File: config.mk
export PLATFORM = sky130hd
export DESIGN_NAME = cdi_bus_glue
export DESIGN_NICKNAME = d
export VERILOG_FILES = /design/src/verilog/cdi_bus_pkg.sv /design/src/verilog/cpu_bus_if.sv /design/src/verilog/addr_decoder.sv /design/src/verilog/boot_rom.sv /design/src/verilog/slave_port.sv /design/src/verilog/irq4_arbiter.sv /design/src/verilog/bus_response_mux.sv /design/src/verilog/cdi_bus_glue.sv
export SDC_FILE = /design/constraint.sdc
export NUM_CORES = 1
export LEC_CHECK = 0
export ABC_AREA = 1
export BUFFER_PORTS_ARGS = -buffer_cell sky130_fd_sc_hd__buf_2
export CORE_AREA = 2 2 72 74
export DETAILED_ROUTE_END_ITERATION = 10
export DIE_AREA = 0 0 74 76
export GPL_TIMING_DRIVEN = 0
export PLACE_DENSITY = 0.86
export SETUP_SLACK_MARGIN = 0.5
export SLEW_MARGIN = 20
export SYNTH_ARGS = -nofsm -noshare
export SYNTH_HDL_FRONTEND = slang
export SYNTH_HIERARCHICAL = 1
export SYNTH_SLANG_ARGS = --single-unit
File: constraint.sdc
create_clock -name clk30 -period 3.26 [get_ports clk30]
set_clock_uncertainty 0.2 [all_clocks]
set_input_delay 0.163 -clock clk30 [delete_from_list [all_inputs] [get_ports clk30]]
set_output_delay 0.163 -clock clk30 [all_outputs]
set_load 0.01 [all_outputs]
File: src/boot_rom.mem
// One 16-bit word per line in hex, first line is the word at ROM_BASE
5000
5001
5002
5003
5004
5005
5006
5007
5008
5009
500a
500b
500c
500d
500e
500f
5010
5011
5012
5013
5014
5015
5016
5017
5018
5019
501a
501b
501c
501d
501e
501f
5020
5021
5022
5023
5024
5025
5026
5027
5028
5029
502a
502b
502c
502d
502e
502f
5030
5031
5032
5033
5034

File: src/verilog/cdi_bus_pkg.sv
package cdi_bus_pkg;

    // Bus word types
    typedef logic [15:0] word_t;
    typedef logic [7:0]  byte_t;
    typedef logic [23:1] addr_t;

    // Response of one target: read word and its ack level
    typedef struct packed {
        word_t data;
        logic  ack;
    } resp_t;

    typedef struct packed {
        logic slave;
        logic cdic;
        logic mpeg;
        logic nvram;
        logic video;
        logic rom;
    } target_sel_t;

    // Owner of the shared level 4 interrupt line
    typedef enum logic [1:0] {
        IRQ_IDLE = 2'd0,
        IRQ_CDIC = 2'd1,
        IRQ_MPEG = 2'd2
    } irq_owner_t;

    // Auto-boot ROM window
    localparam logic [23:0] ROM_BASE  = 24'hF00000;
    localparam logic [23:0] ROM_LAST  = 24'hF00068;
    localparam int          ROM_DEPTH = 64;
    localparam int          ROM_WORDS = 53;

    // Bus error regions, upper bounds exclusive
    localparam logic [23:0] ERR1_LO = 24'h080000;
    localparam logic [23:0] ERR1_HI = 24'h200000;
    localparam logic [23:0] ERR2_LO = 24'h500000;
    localparam logic [23:0] ERR2_HI = 24'hD00000;
    localparam logic [23:0] ERR3_LO = 24'hF10000;

    // Target pages and patterns
    localparam logic [7:0]  CDIC_PAGE       = 8'h30;
    localparam logic [7:0]  SLAVE_PAGE      = 8'h31;
    localparam logic [7:0]  NVRAM_PAGE      = 8'h32;
    localparam logic [5:0]  MPEG_PAT        = 6'b111000;
    localparam logic [5:0]  DVC_ROM_PAT     = 6'b111001;
    localparam logic [4:0]  MPEG_RAM_PAT    = 5'b11101;
    localparam logic [3:0]  DVC_RAM_NIB     = 4'hD;
    localparam logic [23:0] VIDEO_LOW_LAST  = 24'h27FFFF;
    localparam logic [23:0] VIDEO_HIGH_BASE = 24'h400000;

endpackage

File: src/verilog/cpu_bus_if.sv
`timescale 1ns/1ps

interface cpu_bus_if
    import cdi_bus_pkg::*;
();

    addr_t addr;
    logic  as;
    logic  uds;
    logic  lds;

    // Driven from the CPU side pins
    modport host (
        output addr,
        output as,
        output uds,
        output lds
    );

    // Decoder and targets only watch the bus
    modport listener (
        input addr,
        input as,
        input uds,
        input lds
    );

endinterface

File: src/verilog/addr_decoder.sv
`timescale 1ns/1ps

module addr_decoder
    import cdi_bus_pkg::*;
(
    cpu_bus_if.listener bus,
    input  logic        config_disable_vmpeg,
    input  logic        mpeg_ram_enabled,
    input  logic        rom_active,
    output target_sel_t sel,
    output logic        bus_err
);

    logic [23:0] addr_byte;
    logic        video_cs;
    logic        dvc_ram_cs;
    logic        dvc_rom_cs;
    logic        rom_window;
    logic        err_area1;
    logic        err_area2;
    logic        err_area3;
    logic        err_area4;
    logic        err_area5;

    assign addr_byte = {bus.addr, 1'b0};

    // Main video RAM and registers, low half of the map only
    assign video_cs = ((addr_byte <= VIDEO_LOW_LAST) || (addr_byte >= VIDEO_HIGH_BASE))
                      && !bus.addr[23];

    // DVC RAM and ROM are answered by the video controller too
    assign dvc_ram_cs = (addr_byte[23:20] == DVC_RAM_NIB)
                        || (addr_byte[23:19] == MPEG_RAM_PAT);
    assign dvc_rom_cs = (addr_byte[23:18] == DVC_ROM_PAT);

    assign rom_window = (addr_byte >= ROM_BASE) && (addr_byte <= ROM_LAST);

    always_comb begin
        sel.slave = bus.as && (addr_byte[23:16] == SLAVE_PAGE);
        sel.cdic  = bus.as && (addr_byte[23:16] == CDIC_PAGE);
        sel.nvram = bus.as && (addr_byte[23:16] == NVRAM_PAGE);
        sel.mpeg  = bus.as && (addr_byte[23:18] == MPEG_PAT) && !config_disable_vmpeg;
        sel.video = bus.as && (video_cs || dvc_ram_cs || dvc_rom_cs);
        sel.rom   = bus.as && rom_window && rom_active;
    end

    assign err_area1 = (addr_byte >= ERR1_LO) && (addr_byte < ERR1_HI);
    assign err_area2 = (addr_byte >= ERR2_LO) && (addr_byte < ERR2_HI);
    assign err_area3 = (addr_byte >= ERR3_LO);
    // ROM space faults when auto boot is off
    assign err_area4 = (addr_byte >= ROM_BASE) && !rom_active;
    // MPEG RAM stays closed until the decoder opens it
    assign err_area5 = (addr_byte[23:19] == MPEG_RAM_PAT) && !mpeg_ram_enabled;

    assign bus_err = (err_area1 || err_area2 || err_area3 || err_area4 || err_area5)
                     && bus.as && (bus.uds || bus.lds);

endmodule

File: src/verilog/boot_rom.sv
`timescale 1ns/1ps

module boot_rom
    import cdi_bus_pkg::*;
(
    input  logic        clk30,
    input  logic        reset,
    input  logic        slave_reset,
    cpu_bus_if.listener bus,
    input  logic        rom_sel,
    input  logic        cd_img_mounted,
    input  logic        config_auto_play,
    input  logic        audio_cd_in_tray,
    output logic        rom_active,
    output resp_t       resp
);

    word_t rom [ROM_DEPTH];
    logic  last_reset_by_slave;

    initial begin
        for (int i = 0; i < ROM_DEPTH; i++) begin
            rom[i] = '0;
        end
        $readmemh("/design/src/boot_rom.mem", rom, 0, ROM_WORDS - 1);
    end

    // Word lookup is registered, so the first selected cycle has no ack
    always_ff @(posedge clk30) begin
        resp.data <= rom[bus.addr[6:1]];
    end

    always_ff @(posedge clk30) begin
        if (reset) begin
            resp.ack <= 1'b0;
        end else begin
            resp.ack <= rom_sel && !resp.ack;
        end
    end

    // Remembers a reset requested by the slave, e.g. quitting to the shell
    always_ff @(posedge clk30) begin
        if (reset) begin
            last_reset_by_slave <= 1'b0;
        end else if (slave_reset) begin
            last_reset_by_slave <= 1'b1;
        end
    end

    assign rom_active = cd_img_mounted && config_auto_play && !audio_cd_in_tray
                        && !last_reset_by_slave;

endmodule

File: src/verilog/slave_port.sv
`timescale 1ns/1ps

module slave_port
    import cdi_bus_pkg::*;
(
    input  logic  clk30,
    input  logic  reset,
    input  logic  slave_sel,
    input  logic  slave_dtack,
    input  byte_t slave_porta,
    output resp_t resp,
    output logic  slave_irq
);

    logic sel_q;
    logic dtack_q;

    always_ff @(posedge clk30) begin
        if (reset) begin
            sel_q   <= 1'b0;
            dtack_q <= 1'b0;
        end else begin
            sel_q   <= slave_sel;
            dtack_q <= slave_dtack;
        end
    end

    // One cycle pulses on the rising edges
    assign slave_irq = slave_sel && !sel_q;
    assign resp.ack  = slave_dtack && !dtack_q;

    // Port A is byte wide, mirrored on both lanes
    assign resp.data = {slave_porta, slave_porta};

endmodule

File: src/verilog/irq4_arbiter.sv
`timescale 1ns/1ps

module irq4_arbiter
    import cdi_bus_pkg::*;
(
    input  logic clk30,
    input  logic reset,
    input  logic cdic_intreq,
    input  logic mpeg_intreq,
    input  logic iack4,
    output logic in4,
    output logic cdic_intack,
    output logic mpeg_intack
);

    irq_owner_t owner;

    // Owner holds the line until it drops its own request
    always_ff @(posedge clk30) begin
        if (reset) begin
            owner <= IRQ_IDLE;
        end else begin
            case (owner)
                IRQ_CDIC: begin
                    if (!cdic_intreq) owner <= IRQ_IDLE;
                end
                IRQ_MPEG: begin
                    if (!mpeg_intreq) owner <= IRQ_IDLE;
                end
                default: begin
                    // MPEG wins a tie
                    if (mpeg_intreq) owner <= IRQ_MPEG;
                    else if (cdic_intreq) owner <= IRQ_CDIC;
                end
            endcase
        end
    end

    assign in4 = ((owner == IRQ_CDIC) && cdic_intreq) || ((owner == IRQ_MPEG) && mpeg_intreq);

    assign cdic_intack = iack4 && (owner == IRQ_CDIC);
    assign mpeg_intack = iack4 && (owner == IRQ_MPEG);

endmodule

File: src/verilog/bus_response_mux.sv
`timescale 1ns/1ps

module bus_response_mux
    import cdi_bus_pkg::*;
(
    input  target_sel_t sel,
    input  resp_t       video_resp,
    input  resp_t       cdic_resp,
    input  resp_t       mpeg_resp,
    input  resp_t       nvram_resp,
    input  resp_t       slave_resp,
    input  resp_t       rom_resp,
    input  logic        cdic_intack,
    input  logic        mpeg_intack,
    output word_t       data_in,
    output logic        bus_ack
);

    resp_t chosen;

    always_comb begin
        // Unmapped reads finish immediately with zero
        chosen.data = '0;
        chosen.ack  = 1'b1;

        if (sel.slave) begin
            chosen = slave_resp;
        end else if (sel.cdic) begin
            chosen = cdic_resp;
        end else if (sel.mpeg) begin
            chosen = mpeg_resp;
        end else if (sel.nvram) begin
            chosen = nvram_resp;
        end else if (sel.video) begin
            chosen = video_resp;
        end else if (sel.rom) begin
            chosen = rom_resp;
        end

        // Interrupt vector fetch goes to the current level 4 owner
        if (cdic_intack) begin
            chosen.data = cdic_resp.data;
            chosen.ack  = 1'b1;
        end

        if (mpeg_intack) begin
            chosen.data = mpeg_resp.data;
            chosen.ack  = 1'b1;
        end
    end

    assign data_in = chosen.data;
    assign bus_ack = chosen.ack;

endmodule

File: src/verilog/cdi_bus_glue.sv
`timescale 1ns/1ps

module cdi_bus_glue
    import cdi_bus_pkg::*;
(
    input  logic  clk30,
    input  logic  reset,
    input  logic  slave_reset,
    input  addr_t addr,
    input  logic  as,
    input  logic  uds,
    input  logic  lds,
    input  word_t video_dout,
    input  word_t cdic_dout,
    input  word_t mpeg_dout,
    input  logic  video_ack,
    input  logic  cdic_ack,
    input  logic  mpeg_ack,
    input  byte_t nvram_dout,
    input  logic  nvram_ack,
    input  byte_t slave_porta,
    input  logic  slave_dtack,
    input  logic  cdic_intreq,
    input  logic  mpeg_intreq,
    input  logic  iack4,
    input  logic  cd_img_mounted,
    input  logic  config_auto_play,
    input  logic  audio_cd_in_tray,
    input  logic  config_disable_vmpeg,
    input  logic  mpeg_ram_enabled,
    output word_t data_in,
    output logic  bus_ack,
    output logic  bus_err,
    output logic  video_cs,
    output logic  cdic_cs,
    output logic  mpeg_cs,
    output logic  nvram_cs,
    output logic  slave_irq,
    output logic  in4,
    output logic  cdic_intack,
    output logic  mpeg_intack
);

    cpu_bus_if bus ();

    target_sel_t sel;
    logic        rom_active;
    resp_t       video_resp;
    resp_t       cdic_resp;
    resp_t       mpeg_resp;
    resp_t       nvram_resp;
    resp_t       slave_resp;
    resp_t       rom_resp;

    assign bus.addr = addr;
    assign bus.as   = as;
    assign bus.uds  = uds;
    assign bus.lds  = lds;

    // External targets answer through plain ports
    assign video_resp = '{data: video_dout, ack: video_ack};
    assign cdic_resp  = '{data: cdic_dout, ack: cdic_ack};
    assign mpeg_resp  = '{data: mpeg_dout, ack: mpeg_ack};
    // NVRAM is byte wide
    assign nvram_resp = '{data: {nvram_dout, nvram_dout}, ack: nvram_ack};

    assign video_cs = sel.video;
    assign cdic_cs  = sel.cdic;
    assign mpeg_cs  = sel.mpeg;
    assign nvram_cs = sel.nvram;

    addr_decoder addr_decoder_inst (
        .bus                  (bus),
        .config_disable_vmpeg (config_disable_vmpeg),
        .mpeg_ram_enabled     (mpeg_ram_enabled),
        .rom_active           (rom_active),
        .sel                  (sel),
        .bus_err              (bus_err)
    );

    boot_rom boot_rom_inst (
        .clk30            (clk30),
        .reset            (reset),
        .slave_reset      (slave_reset),
        .bus              (bus),
        .rom_sel          (sel.rom),
        .cd_img_mounted   (cd_img_mounted),
        .config_auto_play (config_auto_play),
        .audio_cd_in_tray (audio_cd_in_tray),
        .rom_active       (rom_active),
        .resp             (rom_resp)
    );

    slave_port slave_port_inst (
        .clk30       (clk30),
        .reset       (reset),
        .slave_sel   (sel.slave),
        .slave_dtack (slave_dtack),
        .slave_porta (slave_porta),
        .resp        (slave_resp),
        .slave_irq   (slave_irq)
    );

    irq4_arbiter irq4_arbiter_inst (
        .clk30       (clk30),
        .reset       (reset),
        .cdic_intreq (cdic_intreq),
        .mpeg_intreq (mpeg_intreq),
        .iack4       (iack4),
        .in4         (in4),
        .cdic_intack (cdic_intack),
        .mpeg_intack (mpeg_intack)
    );

    bus_response_mux bus_response_mux_inst (
        .sel         (sel),
        .video_resp  (video_resp),
        .cdic_resp   (cdic_resp),
        .mpeg_resp   (mpeg_resp),
        .nvram_resp  (nvram_resp),
        .slave_resp  (slave_resp),
        .rom_resp    (rom_resp),
        .cdic_intack (cdic_intack),
        .mpeg_intack (mpeg_intack),
        .data_in     (data_in),
        .bus_ack     (bus_ack)
    );

endmodule

==> results of run 1 <==
## registers in the layout, summed over array words and instances (netlist names)
| signal | flops |
|---|---|
| boot_rom_inst/last_reset_by_slave | 1 |
| boot_rom_inst/resp | 1 |
| irq4_arbiter_inst/owner | 2 |
| slave_port_inst/dtack_q | 1 |
| slave_port_inst/sel_q | 1 |
## cell families (layout without fill, tap and decap cells)
group	count (synthesis)	after routing	synth area share [%]
simple gates	209	209	37.68
compound gates	109	109	28.64
buf+inv	103	234	27.16
flops	6	6	5.258
fa+ha+maj	2	2	1.095
other cells	1	16	0.1641
## power by group through the flow
stage	clock network (mW)	registers [mW]	logic, mW
finish	0.112	0.0841	0.389
global route	0.118	0.0846	0.434
CTS	0.114	0.0840	0.383
detailed placement	0	0.0852	0.376
global placement	0	0.0850	0.367
floorplan	0	0.0842	0.233
## layer usage
layer	wire (um)	share of wire [%]
met1	2916	40
met2	3645	50
met3	652	8.9
met4	111	1.5
met5	0	0
## cell type report
type	count	area share, %
multi-input cells	336	51.04
flip-flops and latches	6	3.831
repair buffers	128	21.23
inverters	48	6.026
clock buffers	3	1.317
plain buffers	55	13.77
well taps	70	2.793
## synthesized netlist by cell type (2+ instances only)
cell type | count | area share, %
nand2_1 | 126 | 21
a21oi_1 | 55 | 12
nor2_1 | 44 | 7.2
inv_1 | 42 | 6.9
buf_4 | 37 | 12
nand3_1 | 14 | 3.1
nand2_2 | 13 | 3.6
o21ai_0 | 12 | 2.6
a22oi_1 | 11 | 3.6
o21ai_1 | 11 | 2.4
o21ai_2 | 11 | 4.2
buf_2 | 9 | 2.0
a21oi_2 | 6 | 2.3
dfxtp_1 | 6 | 5.3
buf_6 | 4 | 2.0
nor2_2 | 4 | 1.1
inv_2 | 3 | 0.49
nor3_1 | 3 | 0.66
buf_12 | 2 | 1.8
ha_1 | 2 | 1.1
nand4_1 | 2 | 0.55
## path summary, 6_finish.rpt
kind                                                  startpoint                                 endpoint  slack (ns)  cells past startpoint
hold reg to reg          irq4_arbiter_inst/owner[1]$_SDFFE_PP0P_  irq4_arbiter_inst/owner[1]$_SDFFE_PP0P_        0.29                      2
setup / recovery  boot_rom_inst/last_reset_by_slave$_SDFFE_PP0P_                                  bus_ack        0.93                     17
hold / removal                                       mpeg_intreq  irq4_arbiter_inst/owner[1]$_SDFFE_PP0P_        0.07                      3
setup reg to reg         irq4_arbiter_inst/owner[0]$_SDFFE_PP0P_  irq4_arbiter_inst/owner[0]$_SDFFE_PP0P_        1.91                      6
## tightest hold or removal path: cells and delay by family
kind	cells	cell delay, ns
simple gates	1	0.10
buf+inv	1	0.12
compound gates	1	0.05
## per-stage QoR
step / cells / cell area, sq um / utilization, % / setup WS, ns
final: 646 / 3136 / 63.83 / 0.9282
after global routing: 646 / 3136 / 63.83 / 0.7267
after CTS: 646 / 3136 / 63.83 / 0.9125
after detailed placement: 638 / 3044 / 61.97 / 1.102
after global placement: 638 / 3044 / 61.97 / 1.116
after floorplan: 445 / 2341 / - / 1.427
==> flow_metrics.py, run 1 <==
metrics = {
    "placed_design": {
        "globalplace.congestion": 0.9235,
        "post-dp-hpwl_um": 5871,
        "io_buffers": 123,
    },
    "drt": {
        "vias": 3162,
        "drc": 0,
        "dr.first_iter.drc_count": 231,
        "viasPerCell": 4.895,
        "antenna_left": 0,
        "wl_um": 7325,
        "wl_per_cell_um": 11.34,
        "first_pass_iters": 5,
    },
    "synth": {
        "synth_cells": 430,
        "ys.flop_type": "dfxtp_1",
        "synth_cell_types": 34,
        "syn_area_sq_mm": 0.002285,
        "postSynthAreaPerCell_sq_um": 5.313,
        "async_reset_ff_share_pct": 0,
        "ys_warn_count": 6,
        "seq_area_frac_synth_pct": 5.257,
        "synth_edf_count": 0,
        "synth_seq_cells": 6,
    },
    "global_routing": {
        "overflow": 0,
        "grt_usage_pct": 25.32,
        "grt_pass1_wl_um": 11870,
        "grtUsageMet1_pct": 29.05,
        "antenna_found_initial": 0,
        "grt_pass1_vias": 2992,
        "grt_max_degree": 11,
        "grt.busiest_layer": "met2",
        "met2_usage_pct": 47.23,
        "grt.met3_usage_pct": 3.439,
    },
    "power": {
        "seq_power_share_pct": 14.4,
        "p_int_mw": 0.3399,
        "cellPowerDensity_mw_per_mm2": 186.6,
        "power.leakage_nw": 1.872,
        "totalPowerFinal_mw": 0.5850,
        "vdd_drop_max_mv": 0.3705,
        "pwr-share-clk_pct": 19.1,
        "net-switching-power_mw": 0.2451,
        "combinationalPowerShare_pct": 66.5,
        "switching_share_pct": 41.89,
    },
    "final_layout": {
        "mostFrequentLayoutCells": "132 x buf_2, 126 x nand2_1, 55 x a21oi_1, 44 x nor2_1, 42 x inv_1",
        "nNetsFinal": 686,
        "multiInputGateArea_sq_mm": 0.001600,
        "seqCellArea_sq_um": 120.1,
        "num_antenna_cells": 0,
        "fillers": 481,
        "syn_to_final_growth_pct": 37.24,
        "mostFrequentLayoutCell": "buf_2",
        "drive_gt1_share_pct": 38.54,
    },
    "critical_path": {
        "path_class": "reg2out",
        "crit_family": "simple AND/OR/NAND/NOR gates",
        "crit_required_ns": 2.90,
        "worstPathBufferInverterCount": 5,
        "critPathCaptureType": "primary output",
        "cpMostUsedCell": "nand2_1",
        "crit_chain": "inv_1 -> nand2_1 -> nor2_2 -> nand3_1 -> inv_1 -> nand3_1 -> nor2_1 -> buf_6 -> buf_8 -> nand2_1 -> o22ai_2 -> nand2_1 -> o211ai_2 -> nand2_1 -> nand2_1 -> nand2_1 -> buf_2",
        "path_max_fanout": 10,
        "cp.arrival_ns": 1.97,
        "slowest_delay_ns": 0.30,
        "cp-start-kind": "register",
        "worst_path_max_delay_cell": "dfxtp_1",
    },
    "floorplan": {
        "die-area_sq_mm": 0.005624,
        "initial_core_util_pct": 46.51,
        "die_width_um": 74,
        "io_pins": 132,
        "die_h_um": 76,
        "rows": 26,
        "fp.coreArea_sq_mm": 0.004912,
    },
    "clock_network": {
        "cts_max_level": 1,
        "cts_resized": 0,
        "clockBufferDepth": 2,
        "cts_buffers": 3,
        "cts_root_buf": "clkbuf_8",
        "cts_hold_buf": 5,
        "cts_tree": "yes",
        "clock_latency_ns": 0.22,
        "cts_sinks": 6,
        "clkTransAtPathRegs_ns": 0.04,
        "post-cts-setup-buffers": 0,
    },
    "timing": {
        "max_freq_ghz": 0.4289,
        "hold_viol": 0,
        "period_share_pct": 71.53,
        "layout_min_cycle_time_ns": 2.332,
        "slew_viol_final": 0,
        "rsz0062_at_grt": "false",
        "hold_slack_ns": 0.06684,
        "setup_viol_count_final": 0,
        "setup_tns_ns": 0,
    },
    "hold_path": {
        "hold_class": "in2reg",
    },
    "run": {
        "drv_cap": 0,
    },
    "outcome": {
        "status": "finished, final reports clean",
    },
}
No activity file was read; power rests on OpenSTA's default activity.
==> inputs of run 2 (changes only) <==
--- a/config.mk
+++ b/config.mk
@@ -7,11 +7,11 @@
 export LEC_CHECK = 0
 export ABC_AREA = 1
 export BUFFER_PORTS_ARGS = -buffer_cell sky130_fd_sc_hd__buf_2
-export CORE_AREA = 2 2 72 74
+export CORE_AREA = 2 2 78 80
 export DETAILED_ROUTE_END_ITERATION = 10
-export DIE_AREA = 0 0 74 76
+export DIE_AREA = 0 0 80 82
 export GPL_TIMING_DRIVEN = 0
-export PLACE_DENSITY = 0.86
+export PLACE_DENSITY = 0.77
 export SETUP_SLACK_MARGIN = 0.5
 export SLEW_MARGIN = 20
 export SYNTH_ARGS = -nofsm -noshare
==> constraint.sdc (replaced) <==
create_clock -name clk30 -period 2 [get_ports clk30]
set_clock_uncertainty 0.2 [all_clocks]
set_input_delay 0.1 -clock clk30 [delete_from_list [all_inputs] [get_ports clk30]]
set_output_delay 0.1 -clock clk30 [all_outputs]
set_load 0.01 [all_outputs]
==> flow_metrics.py, run 2 (synthesis results as in run 1) <==
metrics = {
    "outcome": {
        "status": "complete, but fails checks",
        "violations": "negative setup slack",
    },
    "power": {
        "p_int_mw": 0.7141,
        "vdd_drop_max_mv": 0.4992,
        "net-switching-power_mw": 0.5174,
        "switching_share_pct": 42.02,
        "power.leakage_nw": 2.142,
        "combinationalPowerShare_pct": 71.9,
        "totalPowerFinal_mw": 1.231,
        "pwr-share-clk_pct": 16.4,
        "seq_power_share_pct": 11.7,
        "cellPowerDensity_mw_per_mm2": 315.9,
    },
    "drt": {
        "viasPerCell": 5.004,
        "drc": 0,
        "wl_um": 9340,
        "antenna_left": 0,
        "wl_per_cell_um": 13.64,
        "vias": 3428,
        "first_pass_iters": 5,
        "dr.first_iter.drc_count": 152,
    },
    "critical_path": {
        "slowest_delay_ns": 0.32,
        "cpMostUsedCell": "nand2_1",
        "critPathCaptureType": "primary output",
        "crit-reg2reg-launch": "boot_rom_inst/last_reset_by_slave$_SDFFE_PP0P_",
        "crit_required_ns": 1.70,
        "crit_family": "simple AND/OR/NAND/NOR gates",
        "crit_chain": "inv_2 -> nand2_2 -> nor2_2 -> nand3_2 -> inv_2 -> nand3_2 -> nor2_4 -> buf_6 -> buf_8 -> nand2_4 -> o22ai_2 -> nand2_1 -> o211ai_2 -> nand2_1 -> nand2_1 -> nand2_1 -> buf_2",
        "cp-start-kind": "register",
        "path_class": "reg2out",
        "rr_worst_depth": 14,
        "r2r_slack_ns": 0.24,
        "crit_cells": 17,
        "worstPathBufferInverterCount": 5,
        "worst_path_max_delay_cell": "dfxtp_2",
        "cp.arrival_ns": 1.93,
        "path_max_fanout": 2,
        "r2r_end": "boot_rom_inst/resp[0]$_SDFF_PP0_",
    },
    "final_layout": {
        "largest_reg_flops": 2,
        "nNetsFinal": 720,
        "largest-register": "irq4_arbiter_inst/owner",
        "fillers": 498,
        "fin_util_pct": 67.86,
        "num_antenna_cells": 0,
        "drive_gt1_share_pct": 53.44,
        "mostFrequentLayoutCells": "114 x buf_2, 104 x nand2_1, 61 x buf_4, 46 x a21oi_1, 33 x nor2_1",
        "mostFrequentLayoutCell": "buf_2",
        "syn_to_final_growth_pct": 70.65,
    },
    "hold_path": {
        "holdPathStages": 3,
        "hold_start": "reset",
        "hold_class": "in2reg",
        "hold_end": "irq4_arbiter_inst/owner[0]$_SDFFE_PP0P_",
    },
    "timing": {
        "period_share_pct": 111.5,
        "rsz0062_at_grt": "true",
        "layout_min_cycle_time_ns": 2.229,
        "setup_viol_count_final": 6,
        "max_freq_ghz": 0.4486,
        "hold_viol": 0,
        "slew_viol_final": 0,
        "worst_slack_ns": -0.2291,
    },
    "clock_network": {
        "cts_max_level": 1,
        "cts_tree": "yes",
        "clockBufferDepth": 2,
        "clock_latency_ns": 0.24,
        "cts_root_buf": "clkbuf_8",
        "clkTransAtPathRegs_ns": 0.04,
        "cts_sinks": 6,
        "cts_buffers": 3,
    },
    "floorplan": {
        "die_width_um": 80,
        "initial_core_util_pct": 39.76,
        "die_h_um": 82,
        "die-area_sq_mm": 0.006560,
        "fp.coreArea_sq_mm": 0.005746,
        "io_pins": 132,
        "rows": 28,
    },
    "global_routing": {
        "grt_max_degree": 11,
        "grt.met3_usage_pct": 3.297,
        "met2_usage_pct": 44.75,
        "grt_pass1_vias": 3136,
        "grtUsageMet1_pct": 29.44,
        "grt_usage_pct": 24.63,
        "antenna_found_initial": 0,
        "grt_pass1_wl_um": 13110,
        "overflow": 0,
        "grt.busiest_layer": "met2",
    },
    "placed_design": {
        "io_buffers": 123,
        "post-dp-hpwl_um": 6312,
        "globalplace.congestion": 0.8400,
    },
    "run": {
        "drv_cap": 0,
    },
}
[run 2: cell count changes in the layout (fill, tap and decap cells not counted), moves of 9 or more]
cell | before | now
nor2_4 | 0 | 9
nand2_2 | 13 | 30
buf_6 | 4 | 21
inv_2 | 3 | 13
buf_4 | 37 | 61
inv_1 | 42 | 29
nand2_1 | 126 | 104
nor2_1 | 44 | 33
a21oi_1 | 55 | 46
buf_2 | 132 | 114
[run 2: layout make-up]
| class | instances | area (sq um) | area share, % |
|---|---|---|---|
| Tap cell | 75 | 93.84 | 2.407 |
| Sequential cell | 6 | 126.4 | 3.241 |
| Inverter | 48 | 212.7 | 5.456 |
| Buffer | 55 | 503.0 | 12.90 |
| Timing Repair Buffer | 162 | 1054 | 27.02 |
| Clock buffer | 3 | 41.29 | 1.059 |
| Multi-Input combinational cell | 336 | 1868 | 47.91 |
[run 2: per-stage QoR]
step / TNS [ns] / instance area, sq um / hold slack (ns) / cells / setup slack [ns]
floorplan: 0 / 2452 / -0.04492 / 445 / 0.2558
global placement: -0.004106 / 3162 / 0.1032 / 643 / -0.004106
detailed placement: -0.03395 / 3162 / 0.1078 / 643 / -0.02430
CTS: -0.1848 / 3587 / 0.007895 / 673 / -0.1848
global route: -1.506 / 3899 / 0.02164 / 685 / -0.3588
finish: -0.3371 / 3899 / 0.001513 / 685 / -0.2291
[run 2: what timing repair did]
| action | CTS | global route |
|---|---|---|
| endpoints found under the hold margin | 5 | 0 |
| setup buffers | 18 | 12 |
| cloned | 4 | 0 |
| resized for setup | 43 | 64 |
| pin swaps | 16 | 35 |
| hold buffers | 5 | 0 |
| endpoints found under the setup margin | 17 | 23 |
[run 2: worst min-delay path, cell delays in order]
cell and delay, ns:
buf_2 0.13, o21bai_1 0.12, a21oi_1 0.04
[run 2: worst max-delay path by stage]
| stage | start | slack, ns | to |
|---|---|---|---|
| finish | boot_rom_inst/last_reset_by_slave$_SDFFE_PP0P_ | -0.23 | bus_ack |
| global route | boot_rom_inst/last_reset_by_slave$_SDFFE_PP0P_ | -0.36 | bus_ack |
| CTS | boot_rom_inst/last_reset_by_slave$_SDFFE_PP0P_ | -0.18 | bus_ack |
| detailed placement | boot_rom_inst/last_reset_by_slave$_SDFFE_PP0P_ | -0.02 | bus_ack |
| global placement | boot_rom_inst/last_reset_by_slave$_SDFFE_PP0P_ | -0.004 | bus_ack |
| floorplan | boot_rom_inst/last_reset_by_slave$_SDFFE_PP0P_ | 0.26 | bus_ack |
[run 2: power groups by stage]
stage | combinational, mW | sequential, mW | clock, mW
global placement | 0.649 | 0.142 | 0
floorplan | 0.420 | 0.141 | 0
global route | 0.954 | 0.146 | 0.202
CTS | 0.787 | 0.142 | 0.185
detailed placement | 0.660 | 0.143 | 0
finish | 0.885 | 0.144 | 0.202
[run 2: per-layer routing]
layer | share of wire [%] | vias to the layer above
met5 | 0 | -
met4 | 2.5 | 0
met3 | 8.7 | 21
met2 | 50 | 199
met1 | 39 | 1507
li1 | - | 1701
==> inputs of run 3 (changes only) <==
--- a/config.mk
+++ b/config.mk
@@ -5,13 +5,13 @@
 export SDC_FILE = /design/constraint.sdc
 export NUM_CORES = 1
 export LEC_CHECK = 0
-export ABC_AREA = 1
+export ABC_AREA = 0
 export BUFFER_PORTS_ARGS = -buffer_cell sky130_fd_sc_hd__buf_2
-export CORE_AREA = 2 2 78 80
+export CORE_AREA = 2 2 75 77
 export DETAILED_ROUTE_END_ITERATION = 10
-export DIE_AREA = 0 0 80 82
+export DIE_AREA = 0 0 77 79
 export GPL_TIMING_DRIVEN = 0
-export PLACE_DENSITY = 0.77
+export PLACE_DENSITY = 0.76
 export SETUP_SLACK_MARGIN = 0.5
 export SLEW_MARGIN = 20
 export SYNTH_ARGS = -nofsm -noshare
==> flow_metrics.py, run 3 <==
metrics = {
    "global_routing": {
        "grt_max_degree": 11,
        "grt_pass1_wl_um": 12850,
        "grt_usage_pct": 25.63,
        "overflow": 0,
        "antenna_found_initial": 0,
        "grt_pass1_vias": 2830,
    },
    "critical_path": {
        "cp.arrival_ns": 1.88,
        "crit_required_ns": 1.70,
        "worstPathBufferInverterCount": 1,
        "slowest_delay_ns": 0.31,
        "critPathCaptureType": "primary output",
        "path_max_fanout": 2,
        "worst_path_max_delay_cell": "dfxtp_2",
        "crit_chain": "and4bb_2 -> nand3_2 -> nor4_4 -> nor2b_4 -> a221oi_1 -> o221ai_1 -> o2111ai_2 -> buf_2",
        "path_class": "reg2out",
        "cp-start-kind": "register",
        "crit_family": "simple AND/OR/NAND/NOR gates",
    },
    "clock_network": {
        "clkTransAtPathRegs_ns": 0.04,
        "cts_root_buf": "clkbuf_8",
        "clock_latency_ns": 0.22,
        "cts_sinks": 6,
        "cts_max_level": 1,
        "cts_buffers": 3,
        "cts_tree": "yes",
        "clockBufferDepth": 2,
    },
    "placed_design": {
        "post-dp-hpwl_um": 5562,
        "dp.cells": 485,
        "dp_slack_ns": -0.5418,
        "globalplace.congestion": 0.8604,
        "io_buffers": 119,
        "placed_area_sq_mm": 0.002835,
    },
    "final_layout": {
        "num_antenna_cells": 0,
        "fin_util_pct": 67.53,
        "nNetsFinal": 570,
        "syn_to_final_growth_pct": 82.92,
        "mostFrequentLayoutCell": "buf_2",
        "final_cells": 532,
        "drive_gt1_share_pct": 63.04,
        "final_cell_area_sq_mm": 0.003605,
        "largest_reg_flops": 2,
        "mostFrequentLayoutCells": "119 x buf_2, 61 x buf_4, 30 x nand2_1, 21 x buf_6, 20 x a22oi_1",
        "largest-register": "irq4_arbiter_inst/owner",
    },
    "power": {
        "power.leakage_nw": 1.713,
        "vdd_drop_max_mv": 0.3589,
        "cellPowerDensity_mw_per_mm2": 271.6,
        "totalPowerFinal_mw": 0.9790,
    },
    "synth": {
        "postSynthAreaPerCell_sq_um": 7.063,
        "ys.flop_type": "dfxtp_1",
        "yosysTopAreaCell": "buf_4",
        "synth.area.top_cells": "buf_4 13%, a22oi_1 9.5%, a221oi_2 8.4%, nor2b_1 6.7%, dfxtp_1 6.1%",
        "async_reset_ff_share_pct": 0,
        "seq_area_frac_synth_pct": 6.095,
        "synth_common_cells": "35 x buf_4, 32 x nand2_1, 25 x a22oi_1, 21 x nor2b_1, 21 x o21ai_0",
        "synth_cells": 279,
        "syn_area_sq_mm": 0.001971,
        "synth_edf_count": 0,
        "synth_top_area_share_pct": 13.33,
        "synth_cell_types": 46,
        "synth_seq_cells": 6,
        "synthMostInstantiatedCell": "buf_4",
        "ys_warn_count": 6,
    },
    "outcome": {
        "status": "complete, but fails checks",
        "violations": "negative setup slack",
    },
    "floorplan": {
        "io_pins": 132,
        "die-area_sq_mm": 0.006083,
        "fp.coreArea_sq_mm": 0.005338,
        "die_h_um": 79,
        "initial_core_util_pct": 36.92,
        "die_width_um": 77,
        "rows": 27,
    },
    "drt": {
        "wl_um": 8287,
        "viasPerCell": 5.342,
        "first_pass_iters": 4,
        "vias": 2842,
        "drc": 0,
        "dr.first_iter.drc_count": 194,
        "wl_per_cell_um": 15.58,
        "antenna_left": 0,
    },
    "timing": {
        "max_freq_ghz": 0.4594,
        "hold_viol": 0,
        "slew_viol_final": 0,
        "rsz0062_at_grt": "true",
        "layout_min_cycle_time_ns": 2.177,
        "setup_viol_count_final": 18,
        "worst_slack_ns": -0.1767,
        "period_share_pct": 108.8,
    },
    "run": {
        "drv_cap": 0,
    },
    "hold_path": {
        "hold_class": "in2reg",
    },
}
[run 3: changes by cell type after synthesis, sizes merged, moves of 6 or more]
cell	delta
nand3	-11
a221oi	+22
o211ai	+9
a22oi	+15
nor2	-40
a21oi	-57
nor2b	+23
buf	-6
nand2	-107
inv	-36
[run 3: power by group]
part | internal [mW] | switching [mW]
Combinational | 0.356 | 0.306
Clock | 0.129 | 0.0517
Sequential | 0.129 | 0.00704
Total | 0.615 | 0.364
[run 3: final timing paths]
path | to | cells after the start | from | slack (ns)
max reg2reg | boot_rom_inst/resp[0]$_SDFF_PP0_ | 6 | boot_rom_inst/last_reset_by_slave$_SDFFE_PP0P_ | 0.47
max | bus_ack | 8 | boot_rom_inst/last_reset_by_slave$_SDFFE_PP0P_ | -0.18
min | irq4_arbiter_inst/owner[0]$_SDFFE_PP0P_ | 3 | cdic_intreq | 0.03
min reg2reg | boot_rom_inst/resp[0]$_SDFF_PP0_ | 1 | boot_rom_inst/resp[0]$_SDFF_PP0_ | 0.26
[run 3: layout make-up]
class,count,area (sq um)
Buffer,52,451.7
Clock buffer,3,41.29
Fill cell,475,1733
Inverter,11,41.29
Multi-Input combinational cell,225,1814
Sequential cell,6,126.4
Tap cell,72,90.09
Timing Repair Buffer,163,1040
[run 3: metrics by stage]
stage	TNS, ns	hold slack (ns)
2_1_floorplan	0	-0.03093
3_3_place_gp	-7.322	0.1107
3_5_place_dp	-7.851	0.1321
4_1_cts	-1.007	0.03151
5_1_grt	-3.133	0.05396
6_report	-1.444	0.03209
[run 3: routing by layer]
metal | routed length (um) | up-vias | GRT usage (%)
met5 | 0 | - | 0
met4 | 139 | 0 | 8.393
met3 | 635 | 13 | 3.409
met2 | 4264 | 125 | 48.77
met1 | 3248 | 1328 | 29.53
li1 | - | 1376 | -
[run 3: cell families (layout without fill, tap and decap cells)]
kind of cell / Yosys count / in the layout / synth area share (%)
other: 1 / 16 / 0.1903
flip-flops: 6 / 6 / 6.095
AND/OR/NAND/NOR: 92 / 92 / 26.35
AO/OA/AOI/OAI: 115 / 115 / 45.08
buffers and inverters: 63 / 229 / 21.02
adder cells (fa/ha/maj): 2 / 2 / 1.270
[run 3: timing repair]
action / 4_1_cts / 5_1_grt
gates resized for setup: 67 / 23
endpoints found under the hold margin: 6 / 0
pin swaps: 21 / 17
hold buffers: 4 / 0
setup buffers: 32 / 6
cloned: 2 / 0
endpoints found under the setup margin: 26 / 26
[run 3: tightest hold or removal path, stage by stage]
cell,delay (ns)
buf_2,0.13
a21oi_1,0.12
nor3_1,0.06
